**config.mk**
```make
export PLATFORM = sky130hd
export DESIGN_NAME = adam_axil_apb_bridge
export DESIGN_NICKNAME = d
export VERILOG_FILES = /design/src/adam_bridge_pkg.sv /design/src/adam_axil_apb_bridge.sv /design/src/adam_axil_apb_fsm.sv /design/src/adam_axil_pause.sv /design/src/adam_axil_resp_buf.sv
export SDC_FILE = /design/constraint.sdc
export NUM_CORES = 1
export LEC_CHECK = 0
export ABC_AREA = 1
export BUFFER_PORTS_ARGS = -buffer_cell sky130_fd_sc_hd__buf_2
export CAP_MARGIN = 20
export CELL_PAD_IN_SITES_DETAIL_PLACEMENT = 0
export CELL_PAD_IN_SITES_GLOBAL_PLACEMENT = 1
export CORE_MARGIN = 10
export CORE_UTILIZATION = 30
export CTS_BUF_LIST = sky130_fd_sc_hd__clkbuf_16
export DETAILED_ROUTE_END_ITERATION = 7
export GPL_TIMING_DRIVEN = 0
export PLACE_DENSITY = 0.82
export SKIP_LAST_GASP = 1
export SYNTH_ARGS = -nofsm -noshare
export SYNTH_HDL_FRONTEND = slang
export SYNTH_SLANG_ARGS = --single-unit
```
**constraint.sdc**
```tcl
create_clock -name clk -period 7.92 [get_ports clk]
set_input_delay 0.792 -clock clk [delete_from_list [all_inputs] [get_ports clk]]
set_output_delay 0.792 -clock clk [all_outputs]
set_load 0.005 [all_outputs]
```
**src/adam_bridge_pkg.sv**
```systemverilog
package adam_bridge_pkg;

    // Bus widths
    localparam int ADDR_WIDTH = 32;
    localparam int DATA_WIDTH = 32;
    localparam int STRB_WIDTH = DATA_WIDTH / 8; // One strobe per byte
    localparam int PROT_WIDTH = 3;
    localparam int RESP_WIDTH = 2;

    // APB ports, one address rule each
    localparam int NO_APBS = 2;

    localparam int MAX_TRANS = 2; // Outstanding limit seen by the pause gate

    typedef logic [ADDR_WIDTH-1:0] addr_t;
    typedef logic [DATA_WIDTH-1:0] data_t;
    typedef logic [STRB_WIDTH-1:0] strb_t;
    typedef logic [PROT_WIDTH-1:0] prot_t;
    typedef logic [RESP_WIDTH-1:0] resp_t;

    typedef logic [$clog2(NO_APBS)-1:0] port_idx_t; // Selected APB port

    typedef logic [$clog2(MAX_TRANS+1)-1:0] trans_cnt_t; // Holds 0 up to MAX_TRANS

    // AXI response codes
    localparam resp_t RESP_OKAY   = 2'd0;
    localparam resp_t RESP_SLVERR = 2'd2;
    localparam resp_t RESP_DECERR = 2'd3;

endpackage

```
**src/adam_axil_apb_bridge.sv**
```systemverilog
`timescale 1ns/1ps

module adam_axil_apb_bridge import adam_bridge_pkg::*; (
    input  logic clk,
    input  logic reset,

    input  logic pause_req,
    output logic pause_ack,

    // AXI-Lite slave
    input  addr_t aw_addr,
    input  prot_t aw_prot,
    input  logic  aw_valid,
    output logic  aw_ready,
    input  data_t w_data,
    input  strb_t w_strb,
    input  logic  w_valid,
    output logic  w_ready,
    output resp_t b_resp,
    output logic  b_valid,
    input  logic  b_ready,
    input  addr_t ar_addr,
    input  prot_t ar_prot,
    input  logic  ar_valid,
    output logic  ar_ready,
    output data_t r_data,
    output resp_t r_resp,
    output logic  r_valid,
    input  logic  r_ready,

    // APB masters
    output addr_t [NO_APBS-1:0] paddr,
    output prot_t [NO_APBS-1:0] pprot,
    output logic  [NO_APBS-1:0] psel,
    output logic  [NO_APBS-1:0] penable,
    output logic  [NO_APBS-1:0] pwrite,
    output data_t [NO_APBS-1:0] pwdata,
    output strb_t [NO_APBS-1:0] pstrb,
    input  logic  [NO_APBS-1:0] pready,
    input  data_t [NO_APBS-1:0] prdata,
    input  logic  [NO_APBS-1:0] pslverr,

    input  addr_t [NO_APBS-1:0] map_start, // Rule covers start up to end exclusive
    input  addr_t [NO_APBS-1:0] map_end
);

    logic  fsm_aw_valid;
    logic  fsm_aw_ready;
    logic  fsm_w_valid;
    logic  fsm_w_ready;
    logic  fsm_ar_valid;
    logic  fsm_ar_ready;
    logic  b_push;
    resp_t b_push_resp;
    logic  b_full;
    logic  r_push;
    data_t r_push_data;
    resp_t r_push_resp;
    logic  r_full;

    adam_axil_pause u_pause (
        .clk          (clk),
        .reset        (reset),
        .pause_req    (pause_req),
        .pause_ack    (pause_ack),
        .aw_valid     (aw_valid),
        .aw_ready     (aw_ready),
        .w_valid      (w_valid),
        .w_ready      (w_ready),
        .ar_valid     (ar_valid),
        .ar_ready     (ar_ready),
        .fsm_aw_valid (fsm_aw_valid),
        .fsm_aw_ready (fsm_aw_ready),
        .fsm_w_valid  (fsm_w_valid),
        .fsm_w_ready  (fsm_w_ready),
        .fsm_ar_valid (fsm_ar_valid),
        .fsm_ar_ready (fsm_ar_ready),
        .b_valid      (b_valid),
        .b_ready      (b_ready),
        .r_valid      (r_valid),
        .r_ready      (r_ready)
    );

    adam_axil_apb_fsm u_fsm (
        .clk          (clk),
        .reset        (reset),
        .fsm_aw_valid (fsm_aw_valid),
        .aw_addr      (aw_addr),
        .aw_prot      (aw_prot),
        .fsm_w_valid  (fsm_w_valid),
        .w_data       (w_data),
        .w_strb       (w_strb),
        .fsm_ar_valid (fsm_ar_valid),
        .ar_addr      (ar_addr),
        .ar_prot      (ar_prot),
        .fsm_aw_ready (fsm_aw_ready),
        .fsm_w_ready  (fsm_w_ready),
        .fsm_ar_ready (fsm_ar_ready),
        .map_start    (map_start),
        .map_end      (map_end),
        .paddr        (paddr),
        .pprot        (pprot),
        .psel         (psel),
        .penable      (penable),
        .pwrite       (pwrite),
        .pwdata       (pwdata),
        .pstrb        (pstrb),
        .pready       (pready),
        .prdata       (prdata),
        .pslverr      (pslverr),
        .b_full       (b_full),
        .r_full       (r_full),
        .b_push       (b_push),
        .b_push_resp  (b_push_resp),
        .r_push       (r_push),
        .r_push_data  (r_push_data),
        .r_push_resp  (r_push_resp)
    );

    adam_axil_resp_buf u_resp_buf (
        .clk         (clk),
        .reset       (reset),
        .b_push      (b_push),
        .b_push_resp (b_push_resp),
        .b_full      (b_full),
        .r_push      (r_push),
        .r_push_data (r_push_data),
        .r_push_resp (r_push_resp),
        .r_full      (r_full),
        .b_valid     (b_valid),
        .b_resp      (b_resp),
        .b_ready     (b_ready),
        .r_valid     (r_valid),
        .r_data      (r_data),
        .r_resp      (r_resp),
        .r_ready     (r_ready)
    );

endmodule

```
**src/adam_axil_apb_fsm.sv**
```systemverilog
`timescale 1ns/1ps

module adam_axil_apb_fsm import adam_bridge_pkg::*; (
    input  logic clk,
    input  logic reset,

    // Write request
    input  logic  fsm_aw_valid,
    input  addr_t aw_addr,
    input  prot_t aw_prot,
    input  logic  fsm_w_valid,
    input  data_t w_data,
    input  strb_t w_strb,

    // Read request
    input  logic  fsm_ar_valid,
    input  addr_t ar_addr,
    input  prot_t ar_prot,

    output logic fsm_aw_ready,
    output logic fsm_w_ready,
    output logic fsm_ar_ready,

    input  addr_t [NO_APBS-1:0] map_start,
    input  addr_t [NO_APBS-1:0] map_end,

    // APB master ports
    output addr_t [NO_APBS-1:0] paddr,
    output prot_t [NO_APBS-1:0] pprot,
    output logic  [NO_APBS-1:0] psel,
    output logic  [NO_APBS-1:0] penable,
    output logic  [NO_APBS-1:0] pwrite,
    output data_t [NO_APBS-1:0] pwdata,
    output strb_t [NO_APBS-1:0] pstrb,
    input  logic  [NO_APBS-1:0] pready,
    input  data_t [NO_APBS-1:0] prdata,
    input  logic  [NO_APBS-1:0] pslverr,

    // Response buffer
    input  logic  b_full,
    input  logic  r_full,
    output logic  b_push,
    output resp_t b_push_resp,
    output logic  r_push,
    output data_t r_push_data,
    output resp_t r_push_resp
);

    typedef enum logic [2:0] {
        IDLE,
        DECODE,
        SETUP,
        ACCESS,
        RESPOND
    } state_t;

    state_t    state;
    state_t    state_next;
    logic      last_write;
    logic      wr_req;
    logic      rd_req;
    logic      pick_write;
    logic      pick_read;
    logic      hit;
    port_idx_t hit_idx;
    logic      apb_active;
    logic      apb_done;
    logic      finish;
    resp_t     resp_now;

    logic      req_write;
    addr_t     req_addr;
    prot_t     req_prot;
    data_t     req_data;
    strb_t     req_strb;
    addr_t     req_offset;
    port_idx_t port_sel;

    assign wr_req = fsm_aw_valid && fsm_w_valid && !b_full;
    assign rd_req = fsm_ar_valid && !r_full;

    // Alternate when both directions wait
    assign pick_write = (state == IDLE) && wr_req && (!rd_req || !last_write);
    assign pick_read  = (state == IDLE) && rd_req && !pick_write;

    assign fsm_aw_ready = pick_write;
    assign fsm_w_ready  = pick_write;
    assign fsm_ar_ready = pick_read;

    // Lowest matching rule wins
    always_comb begin
        hit     = 1'b0;
        hit_idx = '0;
        for (int i = NO_APBS - 1; i >= 0; i--) begin
            if (req_addr >= map_start[i] && req_addr < map_end[i]) begin
                hit     = 1'b1;
                hit_idx = port_idx_t'(i);
            end
        end
    end

    always_comb begin
        state_next = state;
        case (state)
            IDLE:    if (pick_write || pick_read) state_next = DECODE;
            DECODE:  state_next = hit ? SETUP : RESPOND; // Miss skips APB
            SETUP:   state_next = ACCESS;
            ACCESS:  if (pready[port_sel]) state_next = IDLE;
            RESPOND: state_next = IDLE;
            default: state_next = IDLE;
        endcase
    end

    always_ff @(posedge clk) begin
        if (reset) begin
            state      <= IDLE;
            last_write <= 1'b0;
        end else begin
            state <= state_next;
            if (pick_write || pick_read) begin
                last_write <= pick_write;
            end
        end
    end

    always_ff @(posedge clk) begin
        if (pick_write) begin
            req_write <= 1'b1;
            req_addr  <= aw_addr;
            req_prot  <= aw_prot;
            req_data  <= w_data;
            req_strb  <= w_strb;
        end else if (pick_read) begin
            req_write <= 1'b0;
            req_addr  <= ar_addr;
            req_prot  <= ar_prot;
        end
        if (state == DECODE) begin
            port_sel   <= hit_idx;
            req_offset <= req_addr - map_start[hit_idx]; // Port sees local address
        end
    end

    assign apb_active = (state == SETUP) || (state == ACCESS);
    assign apb_done   = (state == ACCESS) && pready[port_sel];
    assign finish     = apb_done || (state == RESPOND);

    assign resp_now = (state == RESPOND) ? RESP_DECERR :
                      pslverr[port_sel]  ? RESP_SLVERR : RESP_OKAY;

    assign b_push      = finish && req_write;
    assign b_push_resp = resp_now;
    assign r_push      = finish && !req_write;
    assign r_push_resp = resp_now;
    assign r_push_data = apb_done ? prdata[port_sel] : '0;

    for (genvar i = 0; i < NO_APBS; i++) begin : g_apb
        assign psel[i]    = apb_active && (port_sel == port_idx_t'(i));
        assign penable[i] = psel[i] && (state == ACCESS);
        assign pwrite[i]  = psel[i] && req_write;
        assign paddr[i]   = psel[i] ? req_offset : '0;
        assign pprot[i]   = psel[i] ? req_prot : '0;
        assign pwdata[i]  = (psel[i] && req_write) ? req_data : '0;
        assign pstrb[i]   = (psel[i] && req_write) ? req_strb : '0;

        // Access phase only follows a setup cycle on the same port
        assert property (@(posedge clk) disable iff (reset)
            penable[i] |-> psel[i] && $past(psel[i]))
            else $error("penable without setup on APB port %0d", i);
    end

endmodule

```
**src/adam_axil_pause.sv**
```systemverilog
`timescale 1ns/1ps

module adam_axil_pause import adam_bridge_pkg::*; (
    input  logic clk,
    input  logic reset,

    input  logic pause_req,
    output logic pause_ack,

    // Request side from the master
    input  logic aw_valid,
    output logic aw_ready,
    input  logic w_valid,
    output logic w_ready,
    input  logic ar_valid,
    output logic ar_ready,

    // Request side towards the FSM
    output logic fsm_aw_valid,
    input  logic fsm_aw_ready,
    output logic fsm_w_valid,
    input  logic fsm_w_ready,
    output logic fsm_ar_valid,
    input  logic fsm_ar_ready,

    // Response handshakes at the buffer output
    input  logic b_valid,
    input  logic b_ready,
    input  logic r_valid,
    input  logic r_ready
);

    trans_cnt_t count;
    logic       block;
    logic       req_fire;
    logic       b_fire;
    logic       r_fire;

    assign block = pause_req || (count == trans_cnt_t'(MAX_TRANS));

    // Hide requests from the FSM while blocked
    assign fsm_aw_valid = aw_valid && !block;
    assign fsm_w_valid  = w_valid && !block;
    assign fsm_ar_valid = ar_valid && !block;

    assign aw_ready = fsm_aw_ready && !block;
    assign w_ready  = fsm_w_ready && !block;
    assign ar_ready = fsm_ar_ready && !block;

    // AW and W are taken together, so AW alone marks a write
    assign req_fire = (aw_valid && aw_ready) || (ar_valid && ar_ready);
    assign b_fire   = b_valid && b_ready;
    assign r_fire   = r_valid && r_ready;

    always_ff @(posedge clk) begin
        if (reset) begin
            count <= '0;
        end else begin
            count <= count + trans_cnt_t'(req_fire)
                           - trans_cnt_t'(b_fire)
                           - trans_cnt_t'(r_fire);
        end
    end

    always_ff @(posedge clk) begin
        if (reset) begin
            pause_ack <= 1'b0;
        end else begin
            pause_ack <= pause_req && (count == '0); // Drops one cycle after pause_req
        end
    end

    // Ack must only be given while the bridge is drained
    assert property (@(posedge clk) disable iff (reset)
        pause_ack |-> (count == '0))
        else $error("pause_ack high with %0d outstanding transactions", count);

    assert property (@(posedge clk) disable iff (reset)
        count <= trans_cnt_t'(MAX_TRANS))
        else $error("outstanding count %0d above limit", count);

endmodule

```
**src/adam_axil_resp_buf.sv**
```systemverilog
`timescale 1ns/1ps

module adam_axil_resp_buf import adam_bridge_pkg::*; (
    input  logic  clk,
    input  logic  reset,

    // Write response from the FSM
    input  logic  b_push,
    input  resp_t b_push_resp,
    output logic  b_full,

    // Read response from the FSM
    input  logic  r_push,
    input  data_t r_push_data,
    input  resp_t r_push_resp,
    output logic  r_full,

    // AXI-Lite B channel
    output logic  b_valid,
    output resp_t b_resp,
    input  logic  b_ready,

    // AXI-Lite R channel
    output logic  r_valid,
    output data_t r_data,
    output resp_t r_resp,
    input  logic  r_ready
);

    assign b_full = b_valid;
    assign r_full = r_valid;

    always_ff @(posedge clk) begin
        if (reset) begin
            b_valid <= 1'b0;
        end else if (b_push) begin
            b_valid <= 1'b1;
        end else if (b_ready) begin
            b_valid <= 1'b0; // Freed on handshake
        end
    end

    always_ff @(posedge clk) begin
        if (b_push) begin
            b_resp <= b_push_resp;
        end
    end

    always_ff @(posedge clk) begin
        if (reset) begin
            r_valid <= 1'b0;
        end else if (r_push) begin
            r_valid <= 1'b1;
        end else if (r_ready) begin
            r_valid <= 1'b0;
        end
    end

    always_ff @(posedge clk) begin
        if (r_push) begin
            r_data <= r_push_data;
            r_resp <= r_push_resp;
        end
    end

    // FSM must only start an access whose entry is free
    assert property (@(posedge clk) disable iff (reset) b_push |-> !b_full)
        else $error("B response pushed into full entry");

    assert property (@(posedge clk) disable iff (reset) r_push |-> !r_full)
        else $error("R response pushed into full entry");

endmodule

```
[After elaboration in Yosys (flattened, before gate mapping)]
Index checks and enable logic that the tools add are counted.
Word-level totals
  logic and storage cells: 114
  bits of input ports: 310
  output and inout port bits: 190
  register bits after elaboration: 150
Operators by class
  reduce and logical (&&, ||, !) cells: 47
  muxes and demuxes: 33
  equal/unequal tests: 7
  bitwise operators: 1
  add/sub/neg operators: 4
  $lt $le $gt $ge: 6
Operators with widths (number)
  $mux W32: 10
  $ge A32 B32 Y1: 2
  $lt A32 B32 Y1: 2
  $sub A32 B32 Y32: 1
  $logic_and A1 B1 Y1: 28
  $mux W3: 7
  $pmux W3 S4: 1
  $mux W1: 11
  $mux W4: 2
  $logic_not A1 Y1: 7
  $eq A3 B2 Y1 const B: 2
  $logic_or A1 B1 Y1: 6
  $reduce_bool A2 Y1: 3
  $lt A1 B2 Y1 const B: 2
  $mux W2: 2
  $sub A2 B1 Y2: 2
  $eq A3 B1 Y1 const B: 1
  $eq A3 B3 Y1 const B: 1
  $logic_not A3 Y1: 1
  $add A2 B1 Y2: 1
  $eq A2 B2 Y1 const B: 1
  $logic_not A2 Y1: 1
  $ne A2 B1 Y1 const B: 1
  $ne A2 B2 Y1 const B: 1
  2 further kinds: 2

[Longest topological paths before layout]
Gate-level depths: netlist of the first run.
  word-level depth: 16
  mapped depth: 34
  gate-level depth less buffers: 34

[Hierarchy]
From an unflattened synthesis of the first run, not the netlist that was laid out.
Unflattened totals
  cell total of the unflattened synthesis: 1593
  area total of the unflattened synthesis: 12011.5 sq um
By module, submodules not included
  adam_axil_apb_fsm: cells each 1503, area each 10592.7 sq um, seq. area each 3223.1 sq um, times used 1
  adam_axil_resp_buf: cells each 48, area each 1168.6 sq um, seq. area each 1121.1 sq um, times used 1
  adam_axil_pause: cells each 42, area each 250.2 sq um, seq. area each 60.1 sq um, times used 1

[Worst setup path before layout of the first run]
No wires, ideal clock.
  path type: input to register
  from: input port map_start[47] (netlist name)
  to: register u_fsm.req_offset[22], data pin
  setup time: 252 ps
  buffers on the path: 1
  stages on the path: 29
  arrival: 3746 ps
  required time: 7668 ps
  path slack: 3922 ps
  cells stage by stage: inv_1 > ha_1 > a21o_1 > nor2_1 > nand2_1 > nor2_1 > nand2_1 > a21oi_1 > nor2_2 > nand2_4 > buf_6 > nand2_1 > nand2_1 > ha_1 > inv_1 > fa_1 > nand3_1 > nand2_2 > a21boi_4 > inv_2 > nand2_2 > o211ai_4 > a21o_1 > nand2_1 > nand2_2 > nand2_2 > nand2_1 > nand2_1 > nand2_1
On the way
  word-level cells in the longest chain between the ends: 7
RTL lines
  start, declared: line adam_axil_apb_bridge.sv:43  | input addr_t [NO_APBS-1:0] map_start,
  $ge A32 B32 Y1: line adam_axil_apb_fsm.sv:95  | if (req_addr >= map_start[i] && req_addr < map_end[i]) begin
  $logic_and A1 B1 Y1: line adam_axil_apb_fsm.sv:95
  $mux W1 (2 in a row): line adam_axil_apb_fsm.sv:95
  $mux W32 (not written as such) (*) (2 in a row): line adam_axil_apb_fsm.sv:140  | req_offset <= req_addr - map_start[hit_idx];
  $sub A32 B32 Y32 (*): line adam_axil_apb_fsm.sv:140
  end signal, assigned: line adam_axil_apb_fsm.sv:140
  end, declared: line adam_axil_apb_fsm.sv:76  | addr_t req_offset;
Mark *: on every way between the ends. The rest lies on a longest branch, timed or not. The select of a mux whose other input is x is not followed.
A chain may end at the register's enable or synchronous reset.

[Worst setup path in the final report of the first run]
  from: register u_fsm.req_addr[1]
  to: register u_fsm.req_offset[24], data pin
On the way
  word-level cells in the longest chain between the ends: 7
  elaborated cells between the ends (all ways): 11
  those cells by class: 1 x add/sub; 4 x order compare; 4 x mux; 2 x reduce/logical
RTL lines
  start, declared: line adam_axil_apb_fsm.sv:72  | addr_t req_addr;
  start signal, assigned: line adam_axil_apb_fsm.sv:129  | req_addr <= aw_addr;
  start signal, assigned: line adam_axil_apb_fsm.sv:135  | req_addr <= ar_addr;
  $ge A32 B32 Y1 / $lt A32 B32 Y1 (equally long branches): line adam_axil_apb_fsm.sv:95
  $logic_and A1 B1 Y1: line adam_axil_apb_fsm.sv:95
  $mux W1: line adam_axil_apb_fsm.sv:95
  $mux W1 (*): line adam_axil_apb_fsm.sv:95
  named net u_fsm.hit_idx: line adam_axil_apb_fsm.sv:65  | port_idx_t hit_idx;
  $mux W32 (not written as such) (*) (2 in a row): line adam_axil_apb_fsm.sv:140
  $sub A32 B32 Y32 (*): line adam_axil_apb_fsm.sv:140
The timed path passes the listed nets; every way through them passes the cells marked *. The select of a mux whose other input is x is not followed.

==> results of run 1 <==
through the flow:
stage / hold WS [ps] / std cells / area (um2) / worst slack [ps] / power [W]
2_1_floorplan: 422 / 1569 / 11900 / 3920 / 0.00243
3_3_place_gp: 435 / 2593 / 15100 / 3220 / 0.00303
3_5_place_dp: 446 / 2595 / 15200 / 3180 / 0.00308
4_1_cts: 456 / 2627 / 15700 / 3510 / 0.00394
5_1_grt: 488 / 2635 / 15800 / 3200 / 0.00422
6_report: 455 / 2637 / 15800 / 3530 / 0.00389
worst max path at each step:
| stage | startpoint | endpoint | slack [ps] | cells after the start |
|---|---|---|---|---|
| after floorplan | map_start[47] | u_fsm.req_offset[22]$_DFFE_PN_ | 3920 | 29 |
| after global placement | map_start[7] | u_fsm.req_offset[22]$_DFFE_PN_ | 3220 | 32 |
| after detailed placement | map_end[39] | u_fsm.req_offset[24]$_DFFE_PN_ | 3180 | 27 |
| after CTS | u_fsm.req_addr[1]$_DFFE_PP_ | u_fsm.req_offset[24]$_DFFE_PN_ | 3510 | 28 |
| after global routing | u_fsm.req_addr[1]$_DFFE_PP_ | u_fsm.req_offset[22]$_DFFE_PN_ | 3200 | 32 |
| final | u_fsm.req_addr[1]$_DFFE_PP_ | u_fsm.req_offset[24]$_DFFE_PN_ | 3530 | 28 |
flip-flops by register name, summed over array words and instances, names as in the netlist:
register	cells
u_resp_buf.r_full	1
u_resp_buf.b_full	1
u_pause.count	2
u_fsm.req_write	1
u_resp_buf.b_resp	2
u_fsm.req_strb	4
u_pause.pause_ack	1
u_fsm.state	3
u_fsm.req_addr	32
u_fsm.last_write	1
u_resp_buf.r_resp	2
u_fsm.port_sel	1
u_fsm.req_offset	32
u_fsm.req_data	32
u_resp_buf.r_data	32
u_fsm.req_prot	3
power by group through the flow:
stage / combinational, W / clock [W] / sequential [W]
floorplan: 0.00122 / 0 / 0.00121
global placement: 0.00175 / 0 / 0.00128
detailed placement: 0.00181 / 0 / 0.00127
CTS: 0.00182 / 0.000869 / 0.00125
global route: 0.00205 / 0.000895 / 0.00127
finish: 0.00180 / 0.000840 / 0.00125
cells in the mapped netlist (all sizes together) (5+ instances only):
| cell | count |
|---|---|
| nand2 | 408 |
| a31oi | 5 |
| o21ai | 59 |
| buf | 29 |
| edfxtp | 140 |
| xor2 | 21 |
| nand4 | 14 |
| ha | 158 |
| dfxtp | 10 |
| nand3 | 24 |
| nor3 | 8 |
| nor2 | 224 |
| inv | 283 |
| o21bai | 5 |
| a21o | 5 |
| a21oi | 126 |
| clkbuf | 8 |
| o21a | 10 |
| xnor2 | 7 |
critical path, delay by kind of cell (launching register included):
kind / cells / cell delay [ps]
and+or+nand+nor: 18 / 1600
adders and majority gates: 3 / 900
AOI/OAI and AO/OA: 4 / 680
DFF: 1 / 570
buffers and inverters: 2 / 230
xor gates and xnor gates: 1 / 140
cells by family after synthesis:
logic type                 synth area share (%)
buffers and inverters                      10.6
AOI/OAI and AO/OA                          10.7
muxes                                    0.0838
and+or+nand+nor                            22.9
xor gates and xnor gates                   2.05
DFF                                        36.9
adders and majority gates                  16.9
layer usage:
| metal | part of all wire [%] | wire length [um] | global-route usage (%) |
|---|---|---|---|
| met5 | 0.11 | 55 | 0 |
| met4 | 1.5 | 728 | 5.08 |
| met3 | 7.5 | 3640 | 4.92 |
| met2 | 49 | 23900 | 33.9 |
| met1 | 42 | 20200 | 22.7 |
final cells by class:
cell class	count	area share, %
Buffer	37	1.25
Clock inverter	15	1.04
Tap cell	525	4.16
Inverter	284	6.75
Sequential cell	150	27.9
Antenna cell	9	0.143
Multi-Input combinational cell	1098	39.8
Clock buffer	17	2.69
Timing Repair Buffer	502	16.2
==> metrics.txt, run 1 <==
status=completed; Tmin final=4390 ps; Fmax=0.228 GHz; NetSw=0.00166 W; Die Y=~220 um; R2R Setup Slk=between 3000 and 4000 ps; Ports=500; async set-reset flop share out of synthesis=0%; Finish-stage setup viols=0; die area=between 40000 and 50000 um2; ys flop type=edfxtp_1; die width=220 um; Peak VDD IR=153 uV; area grow syn2layout=32.2%; core footprint=39500 um2; Req. time, crit path=8110 ps; most common cell after layout, fill and taps aside=buf_2; Max Root-Sink Buffers=2; Post-Syn Nets=between 2000 and 2500; WS Path Type=register to register; sequential cell area=about 4400 um2; largest net degree at the start of global routing=between 40 and 50; internal power=between 0.002 and 0.0025 W; most frequent CP cell=nand2_1; final hold violation count=0; static leakage=8.82 nW; crit path DAT=4570 ps; antenna viol nets, final=0; Final period util=approximately 55%; CTS buffer count=17; fillers=4165; FP Rows=73; number of gates resized after CTS=0; Avg WL per Cell=18.4 um; clock power share=21.6%; Core Util, Final=39.9%; Crit path largest cell delay=570 ps; Worst setup SP type=register; Synth Instances=1569; vias in the first global route=12300; root buffer cell=clkbuf_16; fin nets=2560; slowest stage cell, crit path=edfxtp_1; clock-pin slew on the worst setup and hold paths=70 ps; DRT iter0 DRCs=621; TritonCTS Sinks=150; DP HPWL=42000 um; CTS tree=yes; Post-synth EDFFs=140; overflow left after global routing=0; RSZ-0062 raised after global routing=no; min-delay src=u_pause.count[0]$_SDFF_PP0_; Clock Latency Late Sink=between 400 and 500 ps; RePlAce Congestion=around 0.98; sum of negative setup slack=0 ps; CP Max Fanout=10; Synth Register Bits=150; Pre-antenna DRT Iters=5; syn avg cell area=~7.6 um2; Hold Path Sink=u_pause.pause_ack$_SDFF_PP0_; Min-Delay Path Depth=1; register share of total power=32.1%; H-tree Lvls=4; YS warnings=0; Mapped Area=11900 um2; crit end category=register; Worst-Margin Slew=slightly above 900 ps; initial core utilization=30.2%; Hold Crit Class=register to register; MaxCap Viol Count=0; # hold bufs at CTS=0; Via density=4.59; share of the yosys chip area belonging to registers=36.9%; fin. max-slew vios=0; Pwr Density=~250 nW/um2; overall routing resource usage=19.2%; IO buf count=499; Remaining DRCs=0; top cells by area, synth=edfxtp_1, ha_1, nand2_1, inv_1, nor2_1; Synth area leader=edfxtp_1; combinational power share=46.3%; relative slew slack=about 38%; commonest cells after routing, fill and taps aside=buf_2, nand2_1, inv_1; Worst Reg2Reg Path Length in Cells=28; via count=12100; post-CTS setup repair buffer count=0; Crit Reg-Reg Startpoint=u_fsm.req_addr[1]$_DFFE_PP_; fraction of layout cells with a size suffix above 1=28.1%; final WL=roughly 49000 um; post-synth top area share=35.2%; antenna violations before repair=13; Synth cell types=50; Switching Fraction=a little over two fifths; first-pass GRT wire length=about 71000 um; worst r2r dst=u_fsm.req_offset[24]$_DFFE_PN_; area of the multi-input gates=about 6300 um2; worst clock skew=15.8 ps
Note: power is estimated with default switching activity, not from simulation.
==> run 2, diff against run 1 <==
==> constraint.sdc (replaced) <==
create_clock -name clk -period 4.4 [get_ports clk]
set_input_delay 0.44 -clock clk [delete_from_list [all_inputs] [get_ports clk]]
set_output_delay 0.44 -clock clk [all_outputs]
set_load 0.005 [all_outputs]
==> run 2 against run 1 <==
Maximum frequency increased by 4.5%. Utilization increased by 0.70 points. Sequential power increased by 79%. Register-to-register slack got worse by 3300 ps. Power increased by 83%. Critical endpoint is now u_fsm.req_offset[22]$_DFFE_PN_. Highest routed layer unchanged.
==> metrics.txt, run 2 (synthesis gave the netlist of run 1 again) <==
status=completed; MaxCap Viol Count=0 (unchanged); Final period util=95.4% (+40 points); combinational power share=47.4% (+1.1 points); sum of negative setup slack=0 ps (unchanged); placed insts=2595 (unchanged); Hold Crit Class=input port to register; Pwr Density=444 nW/um2 (+80%); Pre-antenna DRT Iters=5 (unchanged); root buffer cell=clkbuf_16; Finish-stage setup viols=0 (unchanged); NetSw=0.00304 W (+83%); final WL=48900 um (+0.78%); via count=12200 (+0.89%); internal power=0.00409 W (+84%); most common cell after layout, fill and taps aside=buf_2; DRT iter0 DRCs=635 (+2.3%); static leakage=8.93 nW (+1.3%); Via density=4.59 (about the same); die area=48200 um2 (unchanged); first-pass GRT wire length=71300 um (about the same); fin. max-slew vios=0 (unchanged); crit end category=register; Post-DP Area=15200 um2 (unchanged); Core Util, Final=40.6% (+0.70 points); Switching Fraction=42.6% (-0.17 points); H-tree Lvls=4 (unchanged); Peak VDD IR=284 uV (+86%); # hold bufs at CTS=0 (unchanged); post-layout instance area=16100 um2 (+1.8%); largest net degree at the start of global routing=46 (unchanged); CTS buffer count=17 (unchanged); fin nets=2582 (+0.86%); crit path DAT=4400 ps (-170 ps); area of the multi-input gates=6390 um2 (+1.7%); Ports=500 (unchanged); Crit path largest cell delay=550 ps (-20 ps); Avg WL per Cell=18.4 um (about the same); Clock Latency Late Sink=450 ps (about the same); DP HPWL=42000 um (unchanged); TritonCTS Sinks=150 (unchanged); Remaining DRCs=0 (unchanged); Req. time, crit path=4610 ps (-3500 ps); Tmin final=4200 ps (-190 ps); die width=220 um (unchanged); clock power share=21.2% (-0.4 points); Fmax=0.238 GHz (+4.5%); worst clock skew=19.4 ps (+3.64 ps); antenna violations before repair=13 (unchanged); IO buf count=499 (unchanged); fraction of layout cells with a size suffix above 1=29.7% (+1.6 points); register share of total power=31.4% (-0.7 points); non-filler cells, final=2659 (+0.83%); vias in the first global route=12300 (+0.032%); RePlAce Congestion=0.980 (unchanged); WS Path Type=register to register; commonest cells after routing, fill and taps aside=buf_2, nand2_1, inv_1; overflow left after global routing=0 (unchanged); FP Rows=73 (unchanged); antenna viol nets, final=0 (unchanged); fillers=4155 (-0.24%); CTS tree=yes; Worst setup SP type=register; Worst-Margin Slew=931 ps (+0.606 ps); sequential cell area=4400 um2 (unchanged); Max Root-Sink Buffers=2 (unchanged); Pwr Total=0.00713 W (+83%); initial core utilization=30.2% (unchanged); CP Max Fanout=10 (unchanged); clock-pin slew on the worst setup and hold paths=70 ps (about the same); core footprint=39500 um2 (unchanged); relative slew slack=37.8% (-0.040 points); area grow syn2layout=34.5%; Die Y=220 um (unchanged); final hold violation count=0 (unchanged); slowest stage cell, crit path=edfxtp_1; overall routing resource usage=19.2% (about the same)
==> run 2: timing repair <==
action	CTS	global route
pin swaps	0	12
resized for setup	0	23
endpoints found under the setup margin	1	15
buffers inserted	1	21
==> run 2: stage by stage <==
stage | setup slack (ps) | hold slack, ps
2_1_floorplan | 754 | 422
3_3_place_gp | 44.1 | 435
3_5_place_dp | -8.67 | 446
4_1_cts | 14.2 | 126
5_1_grt | -12.4 | 136
6_report | 204 | 162
==> run 2: worst max-delay path: cells and delay by family (launching register included) <==
kind                     cells  cell delay (ps)
adder cells (fa/ha/maj)      2              730
AND/OR/NAND/NOR             16             1150
AO/OA/AOI/OAI                6              930
buffers and inverters        5              590
flip-flops                   1              550
==> run 2: final timing paths <==
check	start	to	slack, ps	cells past startpoint
worst min register to register	u_pause.count[0]$_SDFF_PP0_	u_pause.pause_ack$_SDFF_PP0_	460	1
worst max register to register	u_fsm.req_addr[7]$_DFFE_PP_	u_fsm.req_offset[22]$_DFFE_PN_	200	29
worst max-delay path	u_fsm.req_addr[7]$_DFFE_PP_	u_fsm.req_offset[22]$_DFFE_PN_	200	29
worst min-delay path	w_data[21]	u_fsm.req_data[21]$_DFFE_PP_	160	1
==> run 2: power by group through the flow <==
| stage | sequential, W | combinational, W | clock, W |
|---|---|---|---|
| after CTS | 0.00226 | 0.00328 | 0.00156 |
| final | 0.00224 | 0.00338 | 0.00151 |
| after floorplan | 0.00218 | 0.00219 | 0 |
| after global placement | 0.00230 | 0.00316 | 0 |
| after global routing | 0.00227 | 0.00385 | 0.00161 |
| after detailed placement | 0.00229 | 0.00326 | 0 |
==> run 2: final cells by class <==
class | instances | share of cell area (%)
multi-input combinational | 1098 | 39.8
sequential | 150 | 27.4
timing repair buffer | 524 | 17.0
inverter | 284 | 6.63
tap | 525 | 4.09
clock buffer | 17 | 2.65
buffer | 37 | 1.25
clock inverter | 15 | 1.02
antenna | 9 | 0.140
==> run 2: routing by layer <==
layer | vias to the layer above | wire [um] | share of wire [%] | GRT usage [%]
li1 | 6157 | - | - | -
met1 | 5596 | 20300 | 42 | 22.7
met2 | 417 | 24100 | 49 | 34.0
met3 | 40 | 3590 | 7.3 | 4.92
met4 | 8 | 801 | 1.6 | 5.08
met5 | - | 61 | 0.12 | 0
==> run 3, diff against run 2 <==
--- a/config.mk
+++ b/config.mk
@@ -15,6 +15,8 @@
 export CTS_BUF_LIST = sky130_fd_sc_hd__clkbuf_16
 export DETAILED_ROUTE_END_ITERATION = 7
 export GPL_TIMING_DRIVEN = 0
+export HOLD_SLACK_MARGIN = 0.02
+export MAX_ROUTING_LAYER = met4
 export PLACE_DENSITY = 0.82
 export SKIP_LAST_GASP = 1
 export SYNTH_ARGS = -nofsm -noshare
==> run 3 against run 2 <==
Sequential power about the same. Final cell count increased by 0.26%. Largest power group unchanged. Register-to-register slack improved by 50 ps. Largest cell class unchanged.
==> metrics.txt, run 3 (synthesis gave the netlist of run 1 again) <==
status=completed; Fmax=0.241 GHz (+1.2%); antenna viol nets, final=0 (unchanged); post-layout instance area=16100 um2 (about the same); RePlAce Congestion=0.988 (+0.80%); via count=12200 (-0.25%); Pwr Total=0.00711 W (-0.26%); initial core utilization=30.2% (unchanged); Max Root-Sink Buffers=2 (unchanged); sequential cell area=4400 um2 (unchanged); Final period util=94.2% (-1.1 points); Post-DP Area=15200 um2 (unchanged); overflow left after global routing=0 (unchanged); vias in the first global route=12300 (-0.28%); # hold bufs at CTS=0 (unchanged); Worst setup SP type=register; Fin Hold WS=170 ps (+8.49 ps); Crit path largest cell delay=470 ps (-80 ps); largest net degree at the start of global routing=46 (unchanged); routed wire length on met2=24300 um (+0.46%); DR top layer=met4; most common cell after layout, fill and taps aside=buf_2; IO buf count=499 (unchanged); Pre-antenna DRT Iters=5 (unchanged); fin nets=2588 (+0.23%); MaxCap Viol Count=0 (unchanged); area grow syn2layout=34.6% (about the same); final hold violation count=0 (unchanged); met3 routed WL=3210 um (-11%); CP Max Fanout=7 (-3); slowest stage cell, crit path=edfxtp_1; most frequent CP cell=nand2_1; Die Y=220 um (unchanged); Req. time, crit path=4600 ps (about the same); Avg WL per Cell=18.5 um (+0.72%); CTS buffer count=17 (unchanged); core footprint=39500 um2 (unchanged); fin. max-slew vios=0 (unchanged); Remaining DRCs=0 (unchanged); DP HPWL=42300 um (+0.77%); first-pass GRT wire length=71600 um (+0.41%); overall routing resource usage=20.1% (+0.82 points); crit end category=register; H-tree Lvls=4 (unchanged); sum of negative setup slack=0 ps (unchanged); CTS tree=yes; Core Util, Final=40.7% (about the same); static leakage=8.92 nW (about the same); wl on met1=20700 um (+2.1%); FP Rows=73 (unchanged); Via density=4.57 (-0.51%); final WL=49400 um (+0.98%); die area=48200 um2 (unchanged); WS Path Type=register to register; Finish-stage setup viols=0 (unchanged); worst clock skew=12.9 ps (-6.45 ps); antenna violations before repair=8 (-5); Pwr Density=442 nW/um2 (-0.33%); crit path DAT=4350 ps (-50 ps); Worst-Margin Slew=908 ps (-22.8 ps); die width=220 um (unchanged); area of the multi-input gates=6400 um2 (about the same); relative slew slack=39.3% (+1.5 points); Ports=500 (unchanged); fraction of layout cells with a size suffix above 1=29.8% (+0.057 points); Hold Crit Class=input port to register; DRT iter0 DRCs=632 (-0.47%); root buffer cell=clkbuf_16; fillers=4137 (-0.43%); Peak VDD IR=277 uV (-2.6%); clock-pin slew on the worst setup and hold paths=80 ps (about the same); Clock Latency Late Sink=450 ps (about the same); TritonCTS Sinks=150 (unchanged); Tmin final=4150 ps (-49.0 ps); commonest cells after routing, fill and taps aside=buf_2, nand2_1, inv_1
==> run 3: changes by cell type in the layout (fill, tap and decap cells not counted), sizes merged <==
cell / change
bufinv: -1
diode: +1
buf: +6
clkinvlp: +4
clkinv: -3
==> run 3: routing by layer <==
layer | global-route usage (%) | vias up
met2 | 33.6 | 419
met4 | 6.92 | 0
met3 | 4.44 | 50
met5 | - | -
met1 | 23.4 | 5544
li1 | - | 6175
==> run 3: what timing repair did <==
action	CTS	global route
pin swaps	0	20
resized for setup	0	25
endpoints found under the setup margin	2	17
buffers inserted	1	27
==> run 3: power by group <==
part           leakage [nW]  internal [W]  switching, W  total (W)
combinational          7.27       0.00130       0.00215    0.00345
clock                 0.260      0.000733      0.000692    0.00142
sequential             1.40       0.00202      0.000213    0.00224
total                  8.92       0.00406       0.00306    0.00711
==> run 3: worst max-delay path, delay by kind of cell (launching register included) <==
kind                     cells  cell delay [ps]
buffers and inverters        4              410
AND/OR/NAND/NOR             21             1450
flip-flops                   1              470
adder cells (fa/ha/maj)      3              790
AO/OA/AOI/OAI                4              760
==> run 3: final cells by class <==
type,count,share of cell area [%]
Buffer,37,1.28
Multi-Input combinational cell,1098,39.8
Inverter,284,6.63
Tap cell,525,4.09
Sequential cell,150,27.4
Timing Repair Buffer,530,17.3
Antenna cell,10,0.156
Clock inverter,15,0.731
Clock buffer,17,2.65
==> run 3: worst paths after layout <==
kind | startpoint | to | slack (ps) | cells after the start
max | u_fsm.req_addr[1]$_DFFE_PP_ | u_fsm.req_offset[22]$_DFFE_PN_ | 250 | 32
min | w_data[1] | u_fsm.req_data[1]$_DFFE_PP_ | 170 | 1
max reg2reg | u_fsm.req_addr[1]$_DFFE_PP_ | u_fsm.req_offset[22]$_DFFE_PN_ | 250 | 32
min reg2reg | u_pause.count[0]$_SDFF_PP0_ | u_pause.pause_ack$_SDFF_PP0_ | 460 | 1
==> run 3: metrics by stage <==
stage | worst slack [ps] | instances
detailed placement | -10.1 | 2595
floorplan | 754 | 1569
finish | 253 | 2666
global placement | 47.7 | 2593
CTS | 19.3 | 2628
global route | -34.0 | 2664
